$ cat src/hw/mult_pkg.sv
package mult_pkg;

    // Multiplier widths.
    localparam int OPERAND_W  = 16;
    localparam int PRODUCT_W  = 32;
    localparam int ITER_COUNT = 16;
    localparam int CNT_W      = $clog2(ITER_COUNT);

    // Bus widths.
    localparam int AXIL_ADDR_W = 8;
    localparam int AXIL_DATA_W = 32;
    localparam int RESP_W      = 2;

    // Register map.
    localparam logic [AXIL_ADDR_W-1:0] ADDR_OP_A    = 8'h00;
    localparam logic [AXIL_ADDR_W-1:0] ADDR_OP_B    = 8'h04;
    localparam logic [AXIL_ADDR_W-1:0] ADDR_CTRL    = 8'h08;
    localparam logic [AXIL_ADDR_W-1:0] ADDR_STATUS  = 8'h0C;
    localparam logic [AXIL_ADDR_W-1:0] ADDR_PRODUCT = 8'h10;

    // Bit positions inside CTRL and STATUS.
    localparam int CTRL_START_BIT  = 0;
    localparam int STATUS_BUSY_BIT = 0;
    localparam int STATUS_DONE_BIT = 1;

    // Response codes.
    localparam logic [RESP_W-1:0] RESP_OKAY   = 2'b00;
    localparam logic [RESP_W-1:0] RESP_SLVERR = 2'b10;

    // Master to slave.
    typedef struct packed {
        logic                   awvalid;
        logic [AXIL_ADDR_W-1:0] awaddr;
        logic                   wvalid;
        logic [AXIL_DATA_W-1:0] wdata;
        logic                   bready;
        logic                   arvalid;
        logic [AXIL_ADDR_W-1:0] araddr;
        logic                   rready;
    } axil_req_t;

    // Slave to master.
    typedef struct packed {
        logic                   awready;
        logic                   wready;
        logic                   bvalid;
        logic [RESP_W-1:0]      bresp;
        logic                   arready;
        logic                   rvalid;
        logic [AXIL_DATA_W-1:0] rdata;
        logic [RESP_W-1:0]      rresp;
    } axil_rsp_t;

endpackage
$ cat src/hw/mult_periph_top.sv
module mult_periph_top (
    input  logic                CLK,
    input  logic                RST,
    input  mult_pkg::axil_req_t bus_req,
    output mult_pkg::axil_rsp_t bus_rsp
);

    logic                           start;
    logic                           ready;
    logic [mult_pkg::OPERAND_W-1:0] op_a;
    logic [mult_pkg::OPERAND_W-1:0] op_b;
    logic [mult_pkg::PRODUCT_W-1:0] product;

    mult_axil_regs u_regs (
        .CLK     (CLK),
        .RST     (RST),
        .bus_req (bus_req),
        .ready   (ready),
        .product (product),
        .bus_rsp (bus_rsp),
        .start   (start),
        .op_a    (op_a),
        .op_b    (op_b)
    );

    sequential_multiplier u_core (
        .CLK     (CLK),
        .RST     (RST),
        .start   (start),
        .a       (op_a),
        .b       (op_b),
        .ready   (ready),
        .product (product)
    );

endmodule

$ cat src/hw/mult_axil_regs.sv
module mult_axil_regs (
    input  logic                           CLK,
    input  logic                           RST,
    input  mult_pkg::axil_req_t            bus_req,
    input  logic                           ready,
    input  logic [mult_pkg::PRODUCT_W-1:0] product,
    output mult_pkg::axil_rsp_t            bus_rsp,
    output logic                           start,
    output logic [mult_pkg::OPERAND_W-1:0] op_a,
    output logic [mult_pkg::OPERAND_W-1:0] op_b
);

    localparam int EXT_W = mult_pkg::AXIL_DATA_W - mult_pkg::OPERAND_W;

    logic                             awready_q;
    logic                             bvalid_q;
    logic [mult_pkg::RESP_W-1:0]      bresp_q;
    logic                             arready_q;
    logic                             rvalid_q;
    logic [mult_pkg::AXIL_DATA_W-1:0] rdata_q;
    logic [mult_pkg::RESP_W-1:0]      rresp_q;

    logic [mult_pkg::OPERAND_W-1:0]   op_a_q;
    logic [mult_pkg::OPERAND_W-1:0]   op_b_q;
    logic [mult_pkg::PRODUCT_W-1:0]   product_q;
    logic                             start_q;
    logic                             busy_q;
    logic                             done_q;

    logic                             wr_hs;
    logic                             wr_ok;
    logic                             rd_hs;
    logic                             rd_ok;
    logic                             ctrl_start;
    logic [mult_pkg::AXIL_DATA_W-1:0] rd_data;

    assign wr_hs = awready_q && bus_req.awvalid && bus_req.wvalid;
    assign rd_hs = arready_q && bus_req.arvalid;

    // Only the operands and CTRL are writable.
    assign wr_ok = (bus_req.awaddr == mult_pkg::ADDR_OP_A) ||
                   (bus_req.awaddr == mult_pkg::ADDR_OP_B) ||
                   (bus_req.awaddr == mult_pkg::ADDR_CTRL);

    assign ctrl_start = wr_hs && (bus_req.awaddr == mult_pkg::ADDR_CTRL) &&
                        bus_req.wdata[mult_pkg::CTRL_START_BIT];

    always_ff @(posedge CLK or negedge RST)
    begin
        if (!RST)
        begin
            awready_q <= 1'b0;
            bvalid_q  <= 1'b0;
            bresp_q   <= mult_pkg::RESP_OKAY;
        end
        else
        begin
            awready_q <= bus_req.awvalid && bus_req.wvalid && !awready_q && !bvalid_q;
            if (wr_hs)
            begin
                bvalid_q <= 1'b1;
                bresp_q  <= wr_ok ? mult_pkg::RESP_OKAY : mult_pkg::RESP_SLVERR;
            end
            else if (bvalid_q && bus_req.bready)
            begin
                bvalid_q <= 1'b0;
            end
        end
    end

    always_ff @(posedge CLK or negedge RST)
    begin
        if (!RST)
        begin
            op_a_q <= '0;
            op_b_q <= '0;
        end
        else if (wr_hs)
        begin
            if (bus_req.awaddr == mult_pkg::ADDR_OP_A)
            begin
                op_a_q <= bus_req.wdata[mult_pkg::OPERAND_W-1:0];
            end
            if (bus_req.awaddr == mult_pkg::ADDR_OP_B)
            begin
                op_b_q <= bus_req.wdata[mult_pkg::OPERAND_W-1:0];
            end
        end
    end

    // A start while busy is dropped.
    always_ff @(posedge CLK or negedge RST)
    begin
        if (!RST)
        begin
            start_q   <= 1'b0;
            busy_q    <= 1'b0;
            done_q    <= 1'b0;
            product_q <= '0;
        end
        else
        begin
            start_q <= ctrl_start && !busy_q;
            if (ctrl_start && !busy_q)
            begin
                busy_q <= 1'b1;
                done_q <= 1'b0;
            end
            else if (ready)
            begin
                busy_q    <= 1'b0;
                done_q    <= 1'b1;
                product_q <= product;
            end
        end
    end

    always_comb
    begin
        rd_ok   = 1'b1;
        rd_data = '0;
        case (bus_req.araddr)
            mult_pkg::ADDR_OP_A:    rd_data = {{EXT_W{op_a_q[mult_pkg::OPERAND_W-1]}}, op_a_q};
            mult_pkg::ADDR_OP_B:    rd_data = {{EXT_W{op_b_q[mult_pkg::OPERAND_W-1]}}, op_b_q};
            mult_pkg::ADDR_CTRL:    rd_data = '0;
            mult_pkg::ADDR_STATUS:
            begin
                rd_data[mult_pkg::STATUS_BUSY_BIT] = busy_q;
                rd_data[mult_pkg::STATUS_DONE_BIT] = done_q;
            end
            mult_pkg::ADDR_PRODUCT: rd_data = product_q;
            default:                rd_ok   = 1'b0;
        endcase
    end

    always_ff @(posedge CLK or negedge RST)
    begin
        if (!RST)
        begin
            arready_q <= 1'b0;
            rvalid_q  <= 1'b0;
            rdata_q   <= '0;
            rresp_q   <= mult_pkg::RESP_OKAY;
        end
        else
        begin
            arready_q <= bus_req.arvalid && !arready_q && !rvalid_q;
            if (rd_hs)
            begin
                rvalid_q <= 1'b1;
                rdata_q  <= rd_data;
                rresp_q  <= rd_ok ? mult_pkg::RESP_OKAY : mult_pkg::RESP_SLVERR;
            end
            else if (rvalid_q && bus_req.rready)
            begin
                rvalid_q <= 1'b0;
            end
        end
    end

    always_comb
    begin
        bus_rsp.awready = awready_q;
        bus_rsp.wready  = awready_q;
        bus_rsp.bvalid  = bvalid_q;
        bus_rsp.bresp   = bresp_q;
        bus_rsp.arready = arready_q;
        bus_rsp.rvalid  = rvalid_q;
        bus_rsp.rdata   = rdata_q;
        bus_rsp.rresp   = rresp_q;
    end

    assign start = start_q;
    assign op_a  = op_a_q;
    assign op_b  = op_b_q;

    a_b_hold: assert property (@(posedge CLK) disable iff (!RST)
        (bvalid_q && !bus_req.bready) |=> (bvalid_q && $stable(bresp_q)));

    a_r_hold: assert property (@(posedge CLK) disable iff (!RST)
        (rvalid_q && !bus_req.rready) |=> (rvalid_q && $stable(rdata_q) && $stable(rresp_q)));

endmodule

$ cat src/hw/sequential_multiplier.sv
module sequential_multiplier (
    input  logic                           CLK,
    input  logic                           RST,
    input  logic                           start,
    input  logic [mult_pkg::OPERAND_W-1:0] a,
    input  logic [mult_pkg::OPERAND_W-1:0] b,
    output logic                           ready,
    output logic [mult_pkg::PRODUCT_W-1:0] product
);

    localparam int EXT_W = mult_pkg::PRODUCT_W - mult_pkg::OPERAND_W;

    logic load;
    logic iterate;
    logic clear;
    logic negate;
    logic last_iter;

    logic [mult_pkg::OPERAND_W-1:0] mcand_q;
    logic [mult_pkg::OPERAND_W-1:0] mplier_q;
    logic [mult_pkg::CNT_W-1:0]     count_q;
    logic [mult_pkg::PRODUCT_W-1:0] acc_q;
    logic [mult_pkg::PRODUCT_W-1:0] pp_sel;
    logic [mult_pkg::PRODUCT_W-1:0] pp_signed;
    logic [mult_pkg::PRODUCT_W-1:0] pp_shifted;

    mult_controller u_ctrl (
        .CLK       (CLK),
        .RST       (RST),
        .start     (start),
        .last_iter (last_iter),
        .load      (load),
        .iterate   (iterate),
        .clear     (clear),
        .negate    (negate),
        .ready     (ready)
    );

    assign last_iter = (count_q == mult_pkg::CNT_W'(mult_pkg::ITER_COUNT - 1));

    // Multiplicand is held, multiplier shifts right one bit per iteration.
    always_ff @(posedge CLK)
    begin
        if (load)
        begin
            mcand_q  <= a;
            mplier_q <= b;
        end
        else if (iterate)
        begin
            mplier_q <= mplier_q >> 1;
        end
    end

    always_ff @(posedge CLK or negedge RST)
    begin
        if (!RST)
        begin
            count_q <= '0;
        end
        else if (clear)
        begin
            count_q <= '0;
        end
        else if (iterate)
        begin
            // Wraps to zero after the last iteration.
            count_q <= count_q + 1'b1;
        end
    end

    always_comb
    begin
        pp_sel     = mplier_q[0] ? {{EXT_W{mcand_q[mult_pkg::OPERAND_W-1]}}, mcand_q} : '0;
        pp_signed  = negate ? -pp_sel : pp_sel;
        pp_shifted = pp_signed << count_q;
    end

    always_ff @(posedge CLK)
    begin
        if (clear)
        begin
            acc_q <= '0;
        end
        else if (iterate)
        begin
            acc_q <= acc_q + pp_shifted;
        end
    end

    assign product = ready ? acc_q : '0;

    a_count_idle: assert property (@(posedge CLK) disable iff (!RST)
        !iterate |=> $stable(count_q));

endmodule

$ cat src/hw/mult_controller.sv
module mult_controller (
    input  logic CLK,
    input  logic RST,
    input  logic start,
    input  logic last_iter,
    output logic load,
    output logic iterate,
    output logic clear,
    output logic negate,
    output logic ready
);

    typedef enum logic [1:0] {
        ST_IDLE = 2'd0,
        ST_RUN  = 2'd1,
        ST_DONE = 2'd2
    } state_t;

    state_t state_q;
    state_t state_d;

    always_ff @(posedge CLK or negedge RST)
    begin
        if (!RST)
        begin
            state_q <= ST_IDLE;
        end
        else
        begin
            state_q <= state_d;
        end
    end

    always_comb
    begin
        state_d = state_q;
        case (state_q)
            ST_IDLE:
            begin
                if (start)
                begin
                    state_d = ST_RUN;
                end
            end
            ST_RUN:
            begin
                // Bit 15 is the last one to be added.
                if (last_iter)
                begin
                    state_d = ST_DONE;
                end
            end
            ST_DONE:
            begin
                state_d = ST_IDLE;
            end
            default:
            begin
                state_d = ST_IDLE;
            end
        endcase
    end

    always_comb
    begin
        load    = 1'b0;
        clear   = 1'b0;
        iterate = 1'b0;
        negate  = 1'b0;
        ready   = 1'b0;
        case (state_q)
            ST_IDLE:
            begin
                load  = start;
                clear = start;
            end
            ST_RUN:
            begin
                iterate = 1'b1;
                // Sign bit of the multiplier has negative weight.
                negate  = last_iter;
            end
            ST_DONE:
            begin
                ready = 1'b1;
            end
            default:
            begin
                ready = 1'b0;
            end
        endcase
    end

    // Ready follows a load after all iterations and lasts one cycle.
    a_ready_one_cycle: assert property (@(posedge CLK) disable iff (!RST)
        load |=> (!ready) [*mult_pkg::ITER_COUNT] ##1 ready ##1 !ready);

    // The register block never starts a running core.
    a_start_only_idle: assert property (@(posedge CLK) disable iff (!RST)
        start |-> (state_q == ST_IDLE));

endmodule

$ cat config.mk
export PLATFORM = sky130hd
export DESIGN_NAME = mult_periph_top
export DESIGN_NICKNAME = d
export VERILOG_FILES = /design/src/hw/mult_pkg.sv /design/src/hw/mult_periph_top.sv /design/src/hw/mult_axil_regs.sv /design/src/hw/sequential_multiplier.sv /design/src/hw/mult_controller.sv
export SDC_FILE = /design/constraint.sdc
export NUM_CORES = 1
export LEC_CHECK = 0
export ABC_CLOCK_PERIOD_IN_PS = 6000
export BUFFER_PORTS_ARGS = -buffer_cell sky130_fd_sc_hd__buf_2
export CAP_MARGIN = 10
export CORE_UTILIZATION = 55
export CTS_BUF_LIST = sky130_fd_sc_hd__clkbuf_8
export CTS_CLUSTER_DIAMETER = 40
export CTS_CLUSTER_SIZE = 20
export DETAILED_ROUTE_END_ITERATION = 16
export GPL_TIMING_DRIVEN = 0
export HOLD_SLACK_MARGIN = 0.08
export PLACE_DENSITY = 0.74
export SKIP_CTS_REPAIR_TIMING = 1
export SYNTH_ARGS = -nofsm -noshare
export SYNTH_HDL_FRONTEND = slang
export SYNTH_HIERARCHICAL = 1
export SYNTH_SLANG_ARGS = --single-unit
$ cat constraint.sdc
create_clock -name CLK -period 6 [get_ports CLK]
set_clock_uncertainty 0.1 [all_clocks]
set_input_delay 1.2 -clock CLK [delete_from_list [all_inputs] [get_ports CLK]]
set_output_delay 1.2 -clock CLK [all_outputs]
set_load 0.02 [all_outputs]
# After elaboration in Yosys (flattened, before gate mapping)
# Cells that the tools add are included.
# totals
reg_bits	177
elab_cells	92
# op_classes
bitwise	1
n_shift	1
n_mux	26
eq_ne	11
n_reduce_logical	32
n_addsub	3
# op_table
cell	count
30-bit one-hot mux with 3 select lines	1
32-bit two-way mux	2
32-bit adder	1
16-bit two-way mux	2
32-bit negator	1
32-bit by 4-bit << shifter with 32-bit output	1
8-bit by 4-bit == test with 1-bit output, second input constant	3
8-bit by 3-bit == test with 1-bit output, second input constant	2
8-bit logical NOT	2
1-bit logical AND	13
1-bit two-way mux	13
8-bit by 5-bit == test with 1-bit output, second input constant	1
2-bit two-way mux	4
4-bit two-way mux	2
2-bit one-hot mux with 4 select lines	1
2-bit AND reduction	4
2-bit nonzero test	4
1-bit logical NOT	5
5-bit OR reduction	1
4-bit by 1-bit adder with 4-bit output, second input constant	1
4-bit == test, second input constant	1
2-bit inequality test, second input constant	2
2-bit one-hot mux with 2 select lines	1
2-bit by 1-bit == test with 1-bit output, second input constant	1
other kinds (4)	5

# Logic depth before layout (Yosys ltp)
# Gate-level depths: netlist of the first run.
# logic_depth
depth_word	7
ltp_mapped	23

# By module
# The synthesis of the first run kept the hierarchy.
# modules_own_cells
mod	seq_area_each_um2	n_inst	area_each_um2	cells_each
sequential_multiplier	1701.6	1	6004.5	713
mult_axil_regs	2627.5	1	4483.0	355
mult_controller	50.0	1	112.6	11

# Least setup slack after synthesis of the first run
# OpenSTA, ideal clock, no wires.
# synth_timing
path_kind	register -> register
from	register u_core/count_q[3] (netlist name)
to	register u_core/acc_q[31] (netlist name)
setup_slack_ns	0.720
stages_incl_launch_ff	23
arrival_ns	5.059
period_less_slack_ns	5.280
path_buffers	3
path_cell_list	dfrtp_1 clkbuf_1 clkbuf_1 and3_1 and2_1 clkbuf_1 nor2b_1 nor2_1 a21oi_1 and2_1 o21ai_1 mux2_2 mux2_2 mux2i_1 ha_1 a21oi_1 nor2_1 o41ai_1 o21ai_1 o2111ai_1 a21oi_1 o311ai_1 mux2_4
# synth_between
elab_chain_cells	5
# synth_rtl
element	line_no	text
start, declared	sequential_multiplier.sv:21	logic [mult_pkg::CNT_W-1:0] count_q;
start signal, assigned	sequential_multiplier.sv:68	count_q <= count_q + 1'b1;
4-bit == test	sequential_multiplier.sv:39	assign last_iter = (count_q == mult_pkg::CNT_W'(mult_pkg::ITER_COUNT - 1));
named net u_core.last_iter	sequential_multiplier.sv:17	logic last_iter;
1-bit two-way mux	mult_controller.sv:71	case (state_q)
named net u_core.negate	sequential_multiplier.sv:16	logic negate;
32-bit two-way mux	sequential_multiplier.sv:75	pp_signed = negate ? -pp_sel : pp_sel;
32-bit by 4-bit << shifter with 32-bit output	sequential_multiplier.sv:76	pp_shifted = pp_signed << count_q;
32-bit adder	sequential_multiplier.sv:87	acc_q <= acc_q + pp_shifted;
end signal, assigned	sequential_multiplier.sv:87	
end, declared	sequential_multiplier.sv:22	logic [mult_pkg::PRODUCT_W-1:0] acc_q;
# The timed path passes the listed nets, and every way through them passes these cells.
# A chain may end at the register's enable or synchronous reset.

# Worst setup path in the final report of the first run
# layout_timing
from	register u_core/mplier_q[0] (netlist name)
to	register u_core/acc_q[31] (netlist name)
# layout_between
elab_chain_cells	5
# layout_rtl
element	line_no	text
start, declared	sequential_multiplier.sv:20	logic [mult_pkg::OPERAND_W-1:0] mplier_q;
start signal, assigned	sequential_multiplier.sv:51	mplier_q <= mplier_q >> 1;
32-bit two-way mux *	sequential_multiplier.sv:74	pp_sel = mplier_q[0] ? {{EXT_W{mcand_q[mult_pkg::OPERAND_W-1]}}, mcand_q} : '0;
32-bit negator	sequential_multiplier.sv:75	
32-bit two-way mux *	sequential_multiplier.sv:75	
32-bit by 4-bit << shifter with 32-bit output *	sequential_multiplier.sv:76	
32-bit adder *	sequential_multiplier.sv:87	
# Mark *: on every way between the ends. The rest lies on a longest branch, timed or not.

==> flow_summary.ini, run 1 <==
[clock_tree]
clockBufferDepth = 2
clkLatencyLatePin_ps = 480
clock-sinks = 175
worst_setup_hold_path_clk_slew_ps = 110
cts_tree = done
clock_tree.htree_level_count = 4
cts_made_buffers = 17
cts.root.buffer_cell = clkbuf_8

[detailed_routing]
remaining_drc_errors = 0
num_vias = 8673
post_drt_via_cell_ratio = 6.09
first_iteration_detailed_routing_drc_count = 600
wl_final_mm = 26.8
topRoutingLayerUsed = met4
met3RoutedLength_mm = 1.76
drt_pass1_iterations = 8
met2_length_mm = 12.3
drtAntennaViolNets = 0
wl_per_cell_um = 18.8
wl_met1_mm = 12.1

[hold_path]
holdPathStages = 1
worst_hold_path_type = register to register

[sta]
max_slew_violation_total_from_the_final_report = 0
report.final.hold_viol_count = 0
final.period_utilization_pct = 94.3
whs_ps = 357
shortest_period_the_worst_path_allows_ps = 5660
timing.slew.headroom_pct = 35.0
worst_slew_pin_slew_ps = 967
clock.fmax_ghz = 0.177
grt_setup_unrepaired = no
setup_violations = 0
setup_total_negative_slack_ps = 0

[logic_synthesis]
post_synth.cell_area_avg_um2 = 9.82
muxShareOfSynthArea_pct = 15.5
synth_xor_xnor_area_share_pct = 2.31
synth_simple_gate_area_share_pct = 16.9
post_synth_instance_area_um2 = 10600
most_used_flip_flop_cell_after_synthesis = dfrtp_1
yosys_warnings = 6
post_synth_inst_count = 1079
ys_types = 82
synth-compound-area-share_pct = 15.2
synth_enable_flop_cells = 32
synth-adder-area-share_pct = 4.56
synth_top_family_by_area = simple AND/OR/NAND/NOR gates
synth-async-reset-ratio_pct = 63.4
yosys_register_bits = 175
seq_area_frac_synth_pct = 41.3

[grt]
first_global_vias = 8295
grtUsageTotal_pct = 28.3
first_pass_grt_wire_length_mm = 43.4
number_of_antenna_violations_at_the_first_check_in_global_routing = 1
globalRouteOverflowTotal = 0
grt_max_degree = 66

[setup_path]
crit_path_largest_cell_delay_ps = 440
required_time_at_the_worst_slack_endpoint_ps = 6270
crit_path_top_delay_cell = edfxtp_1
timing.critical_path.buf_inv = 3
crit_fanout = 10
critical_path_arrival_ps = 5920
critical-path-top-delay-family = compound AO/OA/AOI/OAI gates
worst-path-stages = 21
setup.worst_path.class = register to register
cp-end-kind = register
path_cells = clkbuf_2, nand2_1, ha_1, clkbuf_2, nor2b_4, nor2_1, nor3_1, inv_1, mux2_1, mux2i_2, mux2i_1, o22ai_2, ha_1, a21oi_2, o211a_1, nand4b_1, and3_1, o2111ai_2, a21oi_1, o311ai_1, mux2_4
startpoint_type_of_the_worst_setup_path = register
length_in_cells_of_the_worst_reg_to_reg_path = 21

[cells_and_area]
areaGrowthSynthToFinish_pct = 11.5
fill_cells = 1609
design.final.nets = 1268
multi_input_comb_area_um2 = 5810
post_route_cells_drive_above_1_share_pct = 22.7
register_area_um2 = 4380

[floorplanning]
core-area_um2 = 18800
placementRows = 50
starting_density_of_the_core_pct = 56.5
design.die.area_um2 = 19800
io_pins = 96
die_width_um = 141
floorplan.die.height_um = 141

[run_status]
outcome = completed

[pwr]
cell_internal_pwr_w = 0.00182
switching_share_pct = 32.2
leakage_nw = 5.18
clock_power_share_pct = 33.4
power.switching_w = 0.000866
power.ir.vdd_worst_mv = 0.172
power_density_nw_per_um2 = 227
power_frac_seq_pct = 48.9
share_comb_of_total_power_pct = 17.7

[placed_design]
place.gp.congestion = 0.961
dp_hpwl_mm = 20.5
portBuffers = 76

[job]
drv.max_cap_violation_count = 0
[cell type report]
| cell class | count | area share (%) |
|---|---|---|
| clock inverters | 15 | 1.88 |
| diodes | 1 | 0.0212 |
| multi-input cells | 802 | 49.2 |
| well taps | 234 | 2.48 |
| inverters | 34 | 1.08 |
| flip-flops and latches | 175 | 37.1 |
| plain buffers | 65 | 2.69 |
| repair buffers | 80 | 3.66 |
| clock buffers | 17 | 1.98 |
[registers in the layout, summed over array words and instances, names as in the netlist, 2 cells and up]
| name | flops |
|---|---|
| u_core/mcand_q | 16 |
| u_regs/product_q | 32 |
| u_regs/rdata_q | 32 |
| u_core/mplier_q | 16 |
| u_regs/op_b | 16 |
| u_core/u_ctrl/state_q | 2 |
| u_regs/op_a | 16 |
| u_core/count_q | 4 |
| u_core/acc_q | 32 |
[power groups by stage]
stage                     clock network [W]  logic [W]  registers [W]
final                              0.000899   0.000475        0.00131
after global placement                    0   0.000461        0.00134
after CTS                          0.000918   0.000472        0.00132
after global routing               0.000958   0.000525        0.00132
after floorplan                           0   0.000248        0.00140
after detailed placement                  0   0.000470        0.00134
[layer usage]
layer | global-route usage, % | up-vias
li1 | - | 4123
met1 | 39.4 | 4175
met2 | 45.5 | 333
met3 | 4.42 | 42
met4 | 8.81 | 0
met5 | 0 | -
[cells in the mapped netlist, drive strengths merged, types with 9 or more instances]
cell / n / area share (%)
nor2: 118 / 4.2
dfrtp: 111 / 26
mux2: 101 / 11
nand2: 77 / 2.7
a21oi: 63 / 3.0
clkbuf: 45 / 1.6
and2: 39 / 2.3
o21ai: 38 / 1.8
ha: 37 / 4.4
a211oi: 34 / 2.4
inv: 34 / 1.2
mux2i: 34 / 3.2
dfxtp: 32 / 6.0
edfxtp: 32 / 9.1
nor3: 30 / 1.6
buf: 24 / 1.5
nand3: 19 / 0.90
xnor2: 19 / 1.6
a221oi: 17 / 1.4
a21o: 13 / 0.92
nand2b: 11 / 0.65
a31oi: 9 / 0.67
o21a: 9 / 0.64
or4: 9 / 0.71
xor2: 9 / 0.74
[through the flow]
step | util [%] | cells | power (W) | setup slack, ps | area (um^2)
2_1_floorplan | - | 1080 | 0.00165 | 720 | 10600
3_3_place_gp | 60.1 | 1390 | 0.00180 | -806 | 11300
3_5_place_dp | 60.2 | 1391 | 0.00181 | -784 | 11300
4_1_cts | 62.7 | 1423 | 0.00271 | -820 | 11800
5_1_grt | 63.0 | 1422 | 0.00281 | 37.6 | 11800
6_report | 63.0 | 1423 | 0.00269 | 344 | 11800
[cell usage in the layout, fill, tap and decap left out, types with 17 or more instances in the layout]
master and n:
nand3_1 19, and2_1 38, mux2i_1 33, a221oi_1 17, dfrtp_1 109, clkbuf_1 35
dfxtp_1 32, ha_1 37, a211oi_1 34, edfxtp_1 32, inv_1 32, mux2_2 98
a21oi_1 62, nor2_1 118, xnor2_1 19, nor3_1 28, buf_2 82, nand2_1 77
clkbuf_8 17, o21ai_0 24
[worst paths after layout]
check / from / to / slack (ps)
max in group asynchronous: RST / u_core/count_q[2]$_DFFE_PN0P_ / 4420
hold reg to reg: u_regs/bvalid_q$_DFFE_PN0P_ / u_regs/awready_q$_DFF_PN0_ / 360
setup reg to reg: u_core/mplier_q[0]$_DFFE_PP_ / u_core/acc_q[31]$_SDFFE_PP0P_ / 340
min in group asynchronous: RST / u_regs/arready_q$_DFF_PN0_ / 610
setup / recovery: u_core/mplier_q[0]$_DFFE_PP_ / u_core/acc_q[31]$_SDFFE_PP0P_ / 340
hold / removal: u_regs/bvalid_q$_DFFE_PN0P_ / u_regs/awready_q$_DFF_PN0_ / 360
[worst reg2reg max path: cells and delay by family, from the launching register on]
kind | cells | cell delay [ps]
fa+ha+maj | 2 | 600
buf+inv | 3 | 560
mux | 4 | 1080
flops | 1 | 440
simple gates | 6 | 1320
compound gates | 6 | 1440
[cell families after synthesis]
| group | after synthesis |
|---|---|
| DFF | 175 |
| xor gates and xnor gates | 28 |
| and+or+nand+nor | 353 |
| buffers and inverters | 103 |
| muxes | 142 |
| other | 1 |
| adders and majority gates | 38 |
| AOI/OAI and AO/OA | 239 |
No activity file was read; power rests on OpenSTA's default activity.
==> run 2: changes to the inputs <==
CELL_PAD_IN_SITES_DETAIL_PLACEMENT = 1   (was default)
CELL_PAD_IN_SITES_GLOBAL_PLACEMENT = 1   (was default)
CORE_UTILIZATION = 49   (was 55)
PLACE_DENSITY = 0.82   (was 0.74)
SLEW_MARGIN = 10   (was default)
==> flow_summary.ini, run 2 (synthesized netlist as in run 1, its figures left out) <==
[pwr]
p_total_w = 0.00271
power_density_nw_per_um2 = 228
leakage_nw = 5.18
power.ir.vdd_worst_mv = 0.153

[placed_design]
place.gp.congestion = 0.936
portBuffers = 76
dp_hpwl_mm = 24.3
dpl.cell_count = 1432

[floorplanning]
placementRows = 53
core-area_um2 = 21100
starting_density_of_the_core_pct = 50.3
io_pins = 96
floorplan.die.height_um = 149
die_width_um = 149
design.die.area_um2 = 22200

[detailed_routing]
wl_per_cell_um = 21.7
met2_length_mm = 15.6
wl_met1_mm = 13.5
first_iteration_detailed_routing_drc_count = 563
post_drt_via_cell_ratio = 6.11
wl_final_mm = 31.8
topRoutingLayerUsed = met5
drt_pass1_iterations = 7
met3RoutedLength_mm = 1.91
remaining_drc_errors = 0
drtAntennaViolNets = 0
num_vias = 8933

[grt]
globalRouteOverflowTotal = 0
first_pass_grt_wire_length_mm = 50.1
first_global_vias = 9219
grtUsageTotal_pct = 29.4
grt_max_degree = 80
number_of_antenna_violations_at_the_first_check_in_global_routing = 2

[cells_and_area]
post_route_cells_drive_above_1_share_pct = 23.0
areaGrowthSynthToFinish_pct = 12.1
layout.cells.non_filler = 1462
biggestRegsByFlops = u_core/acc_q (32), u_regs/product_q (32), u_regs/rdata_q (32)
layout.cells.most_common_list = 118 x nor2_1, 109 x dfrtp_1, 98 x mux2_2, 81 x buf_2, 77 x nand2_1
utilization_after_layout_pct = 56.3
design.final.nets = 1266
layout.cells.most_common = nor2_1

[setup_path]
startpoint_type_of_the_worst_setup_path = register
crit_path_largest_cell_delay_ps = 520
setup.worst_path.class = register to register
r2r_start = u_core/mplier_q[0]$_DFFE_PP_
required_time_at_the_worst_slack_endpoint_ps = 6290
worstSetupStartpoint = u_core/mplier_q[0]$_DFFE_PP_
crit_fanout = 10
critical_path_arrival_ps = 6060
cp-end-kind = register
crit_path_top_delay_cell = edfxtp_1
path_cells = clkbuf_2, nand2_1, ha_1, clkbuf_2, nor2b_4, nor2_1, a21oi_1, and2_1, mux4_2, mux2i_1, o22ai_2, ha_2, nand2_1, o211a_1, a22oi_1, and3_1, o2111ai_2, a211o_1, o311ai_2, mux2_4

[sta]
worst_slew_pin_slew_ps = 1070
clock.fmax_ghz = 0.173
setup_violations = 0
max_slew_violation_total_from_the_final_report = 0
report.final.hold_viol_count = 0
whs_ps = 372
timing.slew.headroom_pct = 28.0
final.period_utilization_pct = 96.3
grt_setup_unrepaired = no
shortest_period_the_worst_path_allows_ps = 5780

[job]
drv.max_cap_violation_count = 0

[clock_tree]
cts.root.buffer_cell = clkbuf_8
worst_setup_hold_path_clk_slew_ps = 130
cts_tree = done
clkLatencyLatePin_ps = 490
clockBufferDepth = 2
clock_tree.htree_level_count = 4
clock-sinks = 175
cts_made_buffers = 17

[hold_path]
hold_start = u_regs/bvalid_q$_DFFE_PN0P_
worst_hold_path_type = register to register

[run_status]
outcome = completed
-- run 2: changes by cell type in the layout (fill, tap and decap cells not counted), sizes merged --
cell    previous run  this run
buf              105       102
bufinv             1         0
clkbuf            57        58
clkinv             7         8
-- run 2: area by class of cell --
type	instances	area (um^2)
Antenna cell	1	2.50
Buffer	65	319
Clock buffer	17	234
Clock inverter	15	218
Fill cell	2399	9210
Inverter	34	128
Multi-Input combinational cell	802	5830
Sequential cell	175	4380
Tap cell	275	344
Timing Repair Buffer	78	422
-- run 2: layer usage --
| layer | vias to the layer above | track usage (%) |
|---|---|---|
| li1 | 4115 | - |
| met1 | 4472 | 37.1 |
| met2 | 288 | 50.2 |
| met3 | 56 | 5.99 |
| met4 | 2 | 9.64 |
| met5 | - | 0 |
-- run 2: worst max-delay path, delay by kind of cell, from the launching register on --
| family | cells | cell delay (ps) |
|---|---|---|
| fa+ha+maj | 2 | 670 |
| simple gates | 6 | 1200 |
| mux | 3 | 1120 |
| compound gates | 7 | 1560 |
| flops | 1 | 520 |
| buf+inv | 2 | 500 |
-- run 2: path summary, 6_finish.rpt --
kind	slack (ps)	endpoint	depth (start not counted)
min in group asynchronous	470	u_regs/rdata_q[8]$_DFFE_PN0P_	1
worst max-delay path	220	u_core/acc_q[31]$_SDFFE_PP0P_	20
max in group asynchronous	4600	u_core/count_q[3]$_DFFE_PN0P_	2
worst min-delay path	370	u_regs/awready_q$_DFF_PN0_	1
worst max register to register	220	u_core/acc_q[31]$_SDFFE_PP0P_	20
worst min register to register	370	u_regs/awready_q$_DFF_PN0_	1
-- run 2: power by group --
part / switching, W / internal (W)
clock network: 0.000562 / 0.000338
registers: 0.0000438 / 0.00127
logic: 0.000309 / 0.000181
-- run 2: per-stage QoR --
step,cell area (um^2),setup TNS (ps),setup slack [ps]
2_1_floorplan,10600,0,720
3_3_place_gp,11300,-4630,-861
3_5_place_dp,11400,-5920,-895
4_1_cts,11800,-7780,-1040
5_1_grt,11900,0,6.24
6_report,11900,0,224
==> run 3: changes to the inputs <==
ABC_AREA = 1   (was default)
CORE_UTILIZATION = 45   (was 49)
CTS_CLUSTER_SIZE = 14   (was 20)
PLACE_DENSITY = 0.81   (was 0.82)
==> flow_summary.ini, run 3 <==
[pwr]
cell_internal_pwr_w = 0.00160
switching_share_pct = 27.3
leakage_nw = 6.83
power.ir.vdd_worst_mv = 0.119
p_total_w = 0.00220
share_comb_of_total_power_pct = 3.8
power_frac_seq_pct = 55.1
clock_power_share_pct = 41.1
power_density_nw_per_um2 = 178
power.switching_w = 0.000600

[floorplanning]
starting_density_of_the_core_pct = 45.7
io_pins = 96
design.die.area_um2 = 25200
core-area_um2 = 24200
die_width_um = 159
placementRows = 57
floorplan.die.height_um = 159

[logic_synthesis]
muxShareOfSynthArea_pct = 0.181
post_synth_instance_area_um2 = 11100
synth-compound-area-share_pct = 12.2
post_synth.cell_area_avg_um2 = 7.04
synth_xor_xnor_area_share_pct = 2.14
post_synth_main_area_contributors = dfrtp_1 25%, nand2_1 17%, edfxtp_1 8.7%
synth-async-reset-ratio_pct = 63.4
synth_simple_gate_area_share_pct = 31.2
synth_largest_type_area_fraction_pct = 25.1
seq_area_frac_synth_pct = 39.5
ys_types = 52
post_synth_inst_count = 1572
yosys_register_bits = 175
cell_taking_the_most_area_after_synthesis = dfrtp_1
most_used_flip_flop_cell_after_synthesis = dfrtp_1
synth_enable_flop_cells = 32
dominant_cell_by_count_in_the_synthesized_netlist = nand2_1
synth_top_family_by_area = simple AND/OR/NAND/NOR gates
synth-adder-area-share_pct = 4.36
synthTopCellsByCount = 495 x nand2_1, 193 x inv_1, 139 x nor2_1
yosys_warnings = 6

[cells_and_area]
post_route_cells_drive_above_1_share_pct = 12.1
layout.cells.most_common = nand2_1
fill_cells = 3246
areaGrowthSynthToFinish_pct = 11.5
layout.cells.most_common_list = 495 x nand2_1, 193 x inv_1, 138 x nor2_1, 130 x nand3_1, 111 x dfrtp_1
num_antenna_cells = 0
design.final.nets = 1762
biggestRegsByFlops = u_core/acc_q (32), u_regs/product_q (32), u_regs/rdata_q (32)

[setup_path]
setup.worst_path.class = register to register
crit_path_top_delay_cell = dfrtp_1
crit_fanout = 10
crit_path_largest_cell_delay_ps = 580
critical-path-top-delay-family = simple AND/OR/NAND/NOR gates
critical_path_arrival_ps = 5730
startpoint_type_of_the_worst_setup_path = register
timing.critical_path.buf_inv = 6
cp-end-kind = register
required_time_at_the_worst_slack_endpoint_ps = 6270

[job]
drv.max_cap_violation_count = 0

[grt]
first_pass_grt_wire_length_mm = 56.8
grt_max_degree = 79
first_global_vias = 10900
number_of_antenna_violations_at_the_first_check_in_global_routing = 0
grtUsageTotal_pct = 28.5
globalRouteOverflowTotal = 0

[sta]
clock.fmax_ghz = 0.183
final.period_utilization_pct = 91.1
setup_total_negative_slack_ps = 0
grt_setup_unrepaired = no
shortest_period_the_worst_path_allows_ps = 5470
report.final.hold_viol_count = 0
timing.slew.headroom_pct = 48.4
worst_slew_pin_slew_ps = 774
max_slew_violation_total_from_the_final_report = 0
setup_violations = 0

[clock_tree]
clkLatencyLatePin_ps = 480
clock_tree.htree_level_count = 4
clock-sinks = 175
cts_made_buffers = 17
clockBufferDepth = 2
cts_tree = done
cts.root.buffer_cell = clkbuf_8
worst_setup_hold_path_clk_slew_ps = 110

[detailed_routing]
post_drt_via_cell_ratio = 5.31
wl_per_cell_um = 17.4
wl_final_mm = 34.8
remaining_drc_errors = 0
first_iteration_detailed_routing_drc_count = 695
num_vias = 10700
drtAntennaViolNets = 0
drt_pass1_iterations = 7

[run_status]
outcome = completed

[placed_design]
place.gp.congestion = 0.881
portBuffers = 77
dp_hpwl_mm = 28.0

[hold_path]
worst_hold_path_type = register to register
run 3: cell types whose count changed after synthesis, sizes merged, moves of 15 or more:
cell,previous run,this run
nand2,77,510
inv,34,196
nand3,19,135
o21ai,38,144
mux2,101,0
and2,39,0
a211oi,34,1
mux2i,34,2
nor2,118,147
buf,24,49
clkbuf,45,24
nor3,30,13
a221oi,17,2
run 3: power by group through the flow:
stage	clock network [W]	logic (W)	registers, W
5_1_grt	0.000975	0.0000937	0.00121
3_3_place_gp	0	0.0000801	0.00124
2_1_floorplan	0	0.0000355	0.00124
6_report	0.000904	0.0000840	0.00121
4_1_cts	0.000930	0.0000859	0.00121
3_5_place_dp	0	0.0000856	0.00124
run 3: worst register-to-register path, stage by stage, from the launching register on:
cell and delay (ps):
dfrtp_1 580, inv_1 170, clkbuf_1 270, nor3_1 440
inv_1 160, nor2_2 290, inv_1 220, nor2_1 160
or2_2 120, nand2_1 100, inv_1 100, o21ai_0 110
nand2_1 80, nand2_1 90, o21ai_0 320, o21ai_1 130
ha_1 360, inv_1 110, o21ai_0 130, o21bai_1 230
a21oi_1 140, nand2_1 210, a21oi_2 320, nand3_1 150
nand2_1 80, nor2_1 50, nor2_1 90, nor2_1 50
run 3: worst paths after layout:
kind	cells after the start	start	slack, ps	to
max	27	u_core/count_q[3]$_DFFE_PN0P_	530	u_core/acc_q[31]$_SDFFE_PP0P_
min	1	u_regs/arready_q$_DFF_PN0_	360	u_regs/arready_q$_DFF_PN0_
max reg2reg	27	u_core/count_q[3]$_DFFE_PN0P_	530	u_core/acc_q[31]$_SDFFE_PP0P_
min reg2reg	1	u_regs/arready_q$_DFF_PN0_	360	u_regs/arready_q$_DFF_PN0_
max in group asynchronous	2	RST	4580	u_core/count_q[2]$_DFFE_PN0P_
min in group asynchronous	1	RST	500	u_regs/rdata_q[27]$_DFFE_PN0P_
run 3: cells by family after synthesis:
group / after synthesis
xor gates and xnor gates: 27
other: 1
muxes: 2
and+or+nand+nor: 823
AOI/OAI and AO/OA: 235
adders and majority gates: 38
buffers and inverters: 271
DFF: 175
run 3: routing by layer:
| metal | up-vias | share of wire [%] | global-route usage [%] |
|---|---|---|---|
| li1 | 5210 | - | - |
| met1 | 5167 | 49 | 41.5 |
| met2 | 240 | 45 | 45.1 |
| met3 | 33 | 4.6 | 3.53 |
| met4 | 0 | 1.3 | 6.69 |
| met5 | - | 0 | 0 |
run 3: cell type report:
type                            count  area, um^2  area share [%]
Multi-Input combinational cell   1127        5560            45.0
Sequential cell                   175        4380            35.5
Inverter                          198         743            6.02
Timing Repair Buffer               78         419            3.40
Tap cell                          324         405            3.28
Buffer                             72         398            3.22
Clock buffer                       17         234            1.90
Clock inverter                     15         205            1.66
run 3: through the flow:
stage	hold slack (ps)	setup slack [ps]	util [%]	cell area (um^2)	instances
global route	398	83.8	50.9	12300	2006
floorplan	322	1990	-	11100	1573
detailed placement	349	316	49.1	11900	1975
finish	361	532	50.9	12300	2006
CTS	364	257	50.9	12300	2007
global placement	335	456	48.9	11900	1974
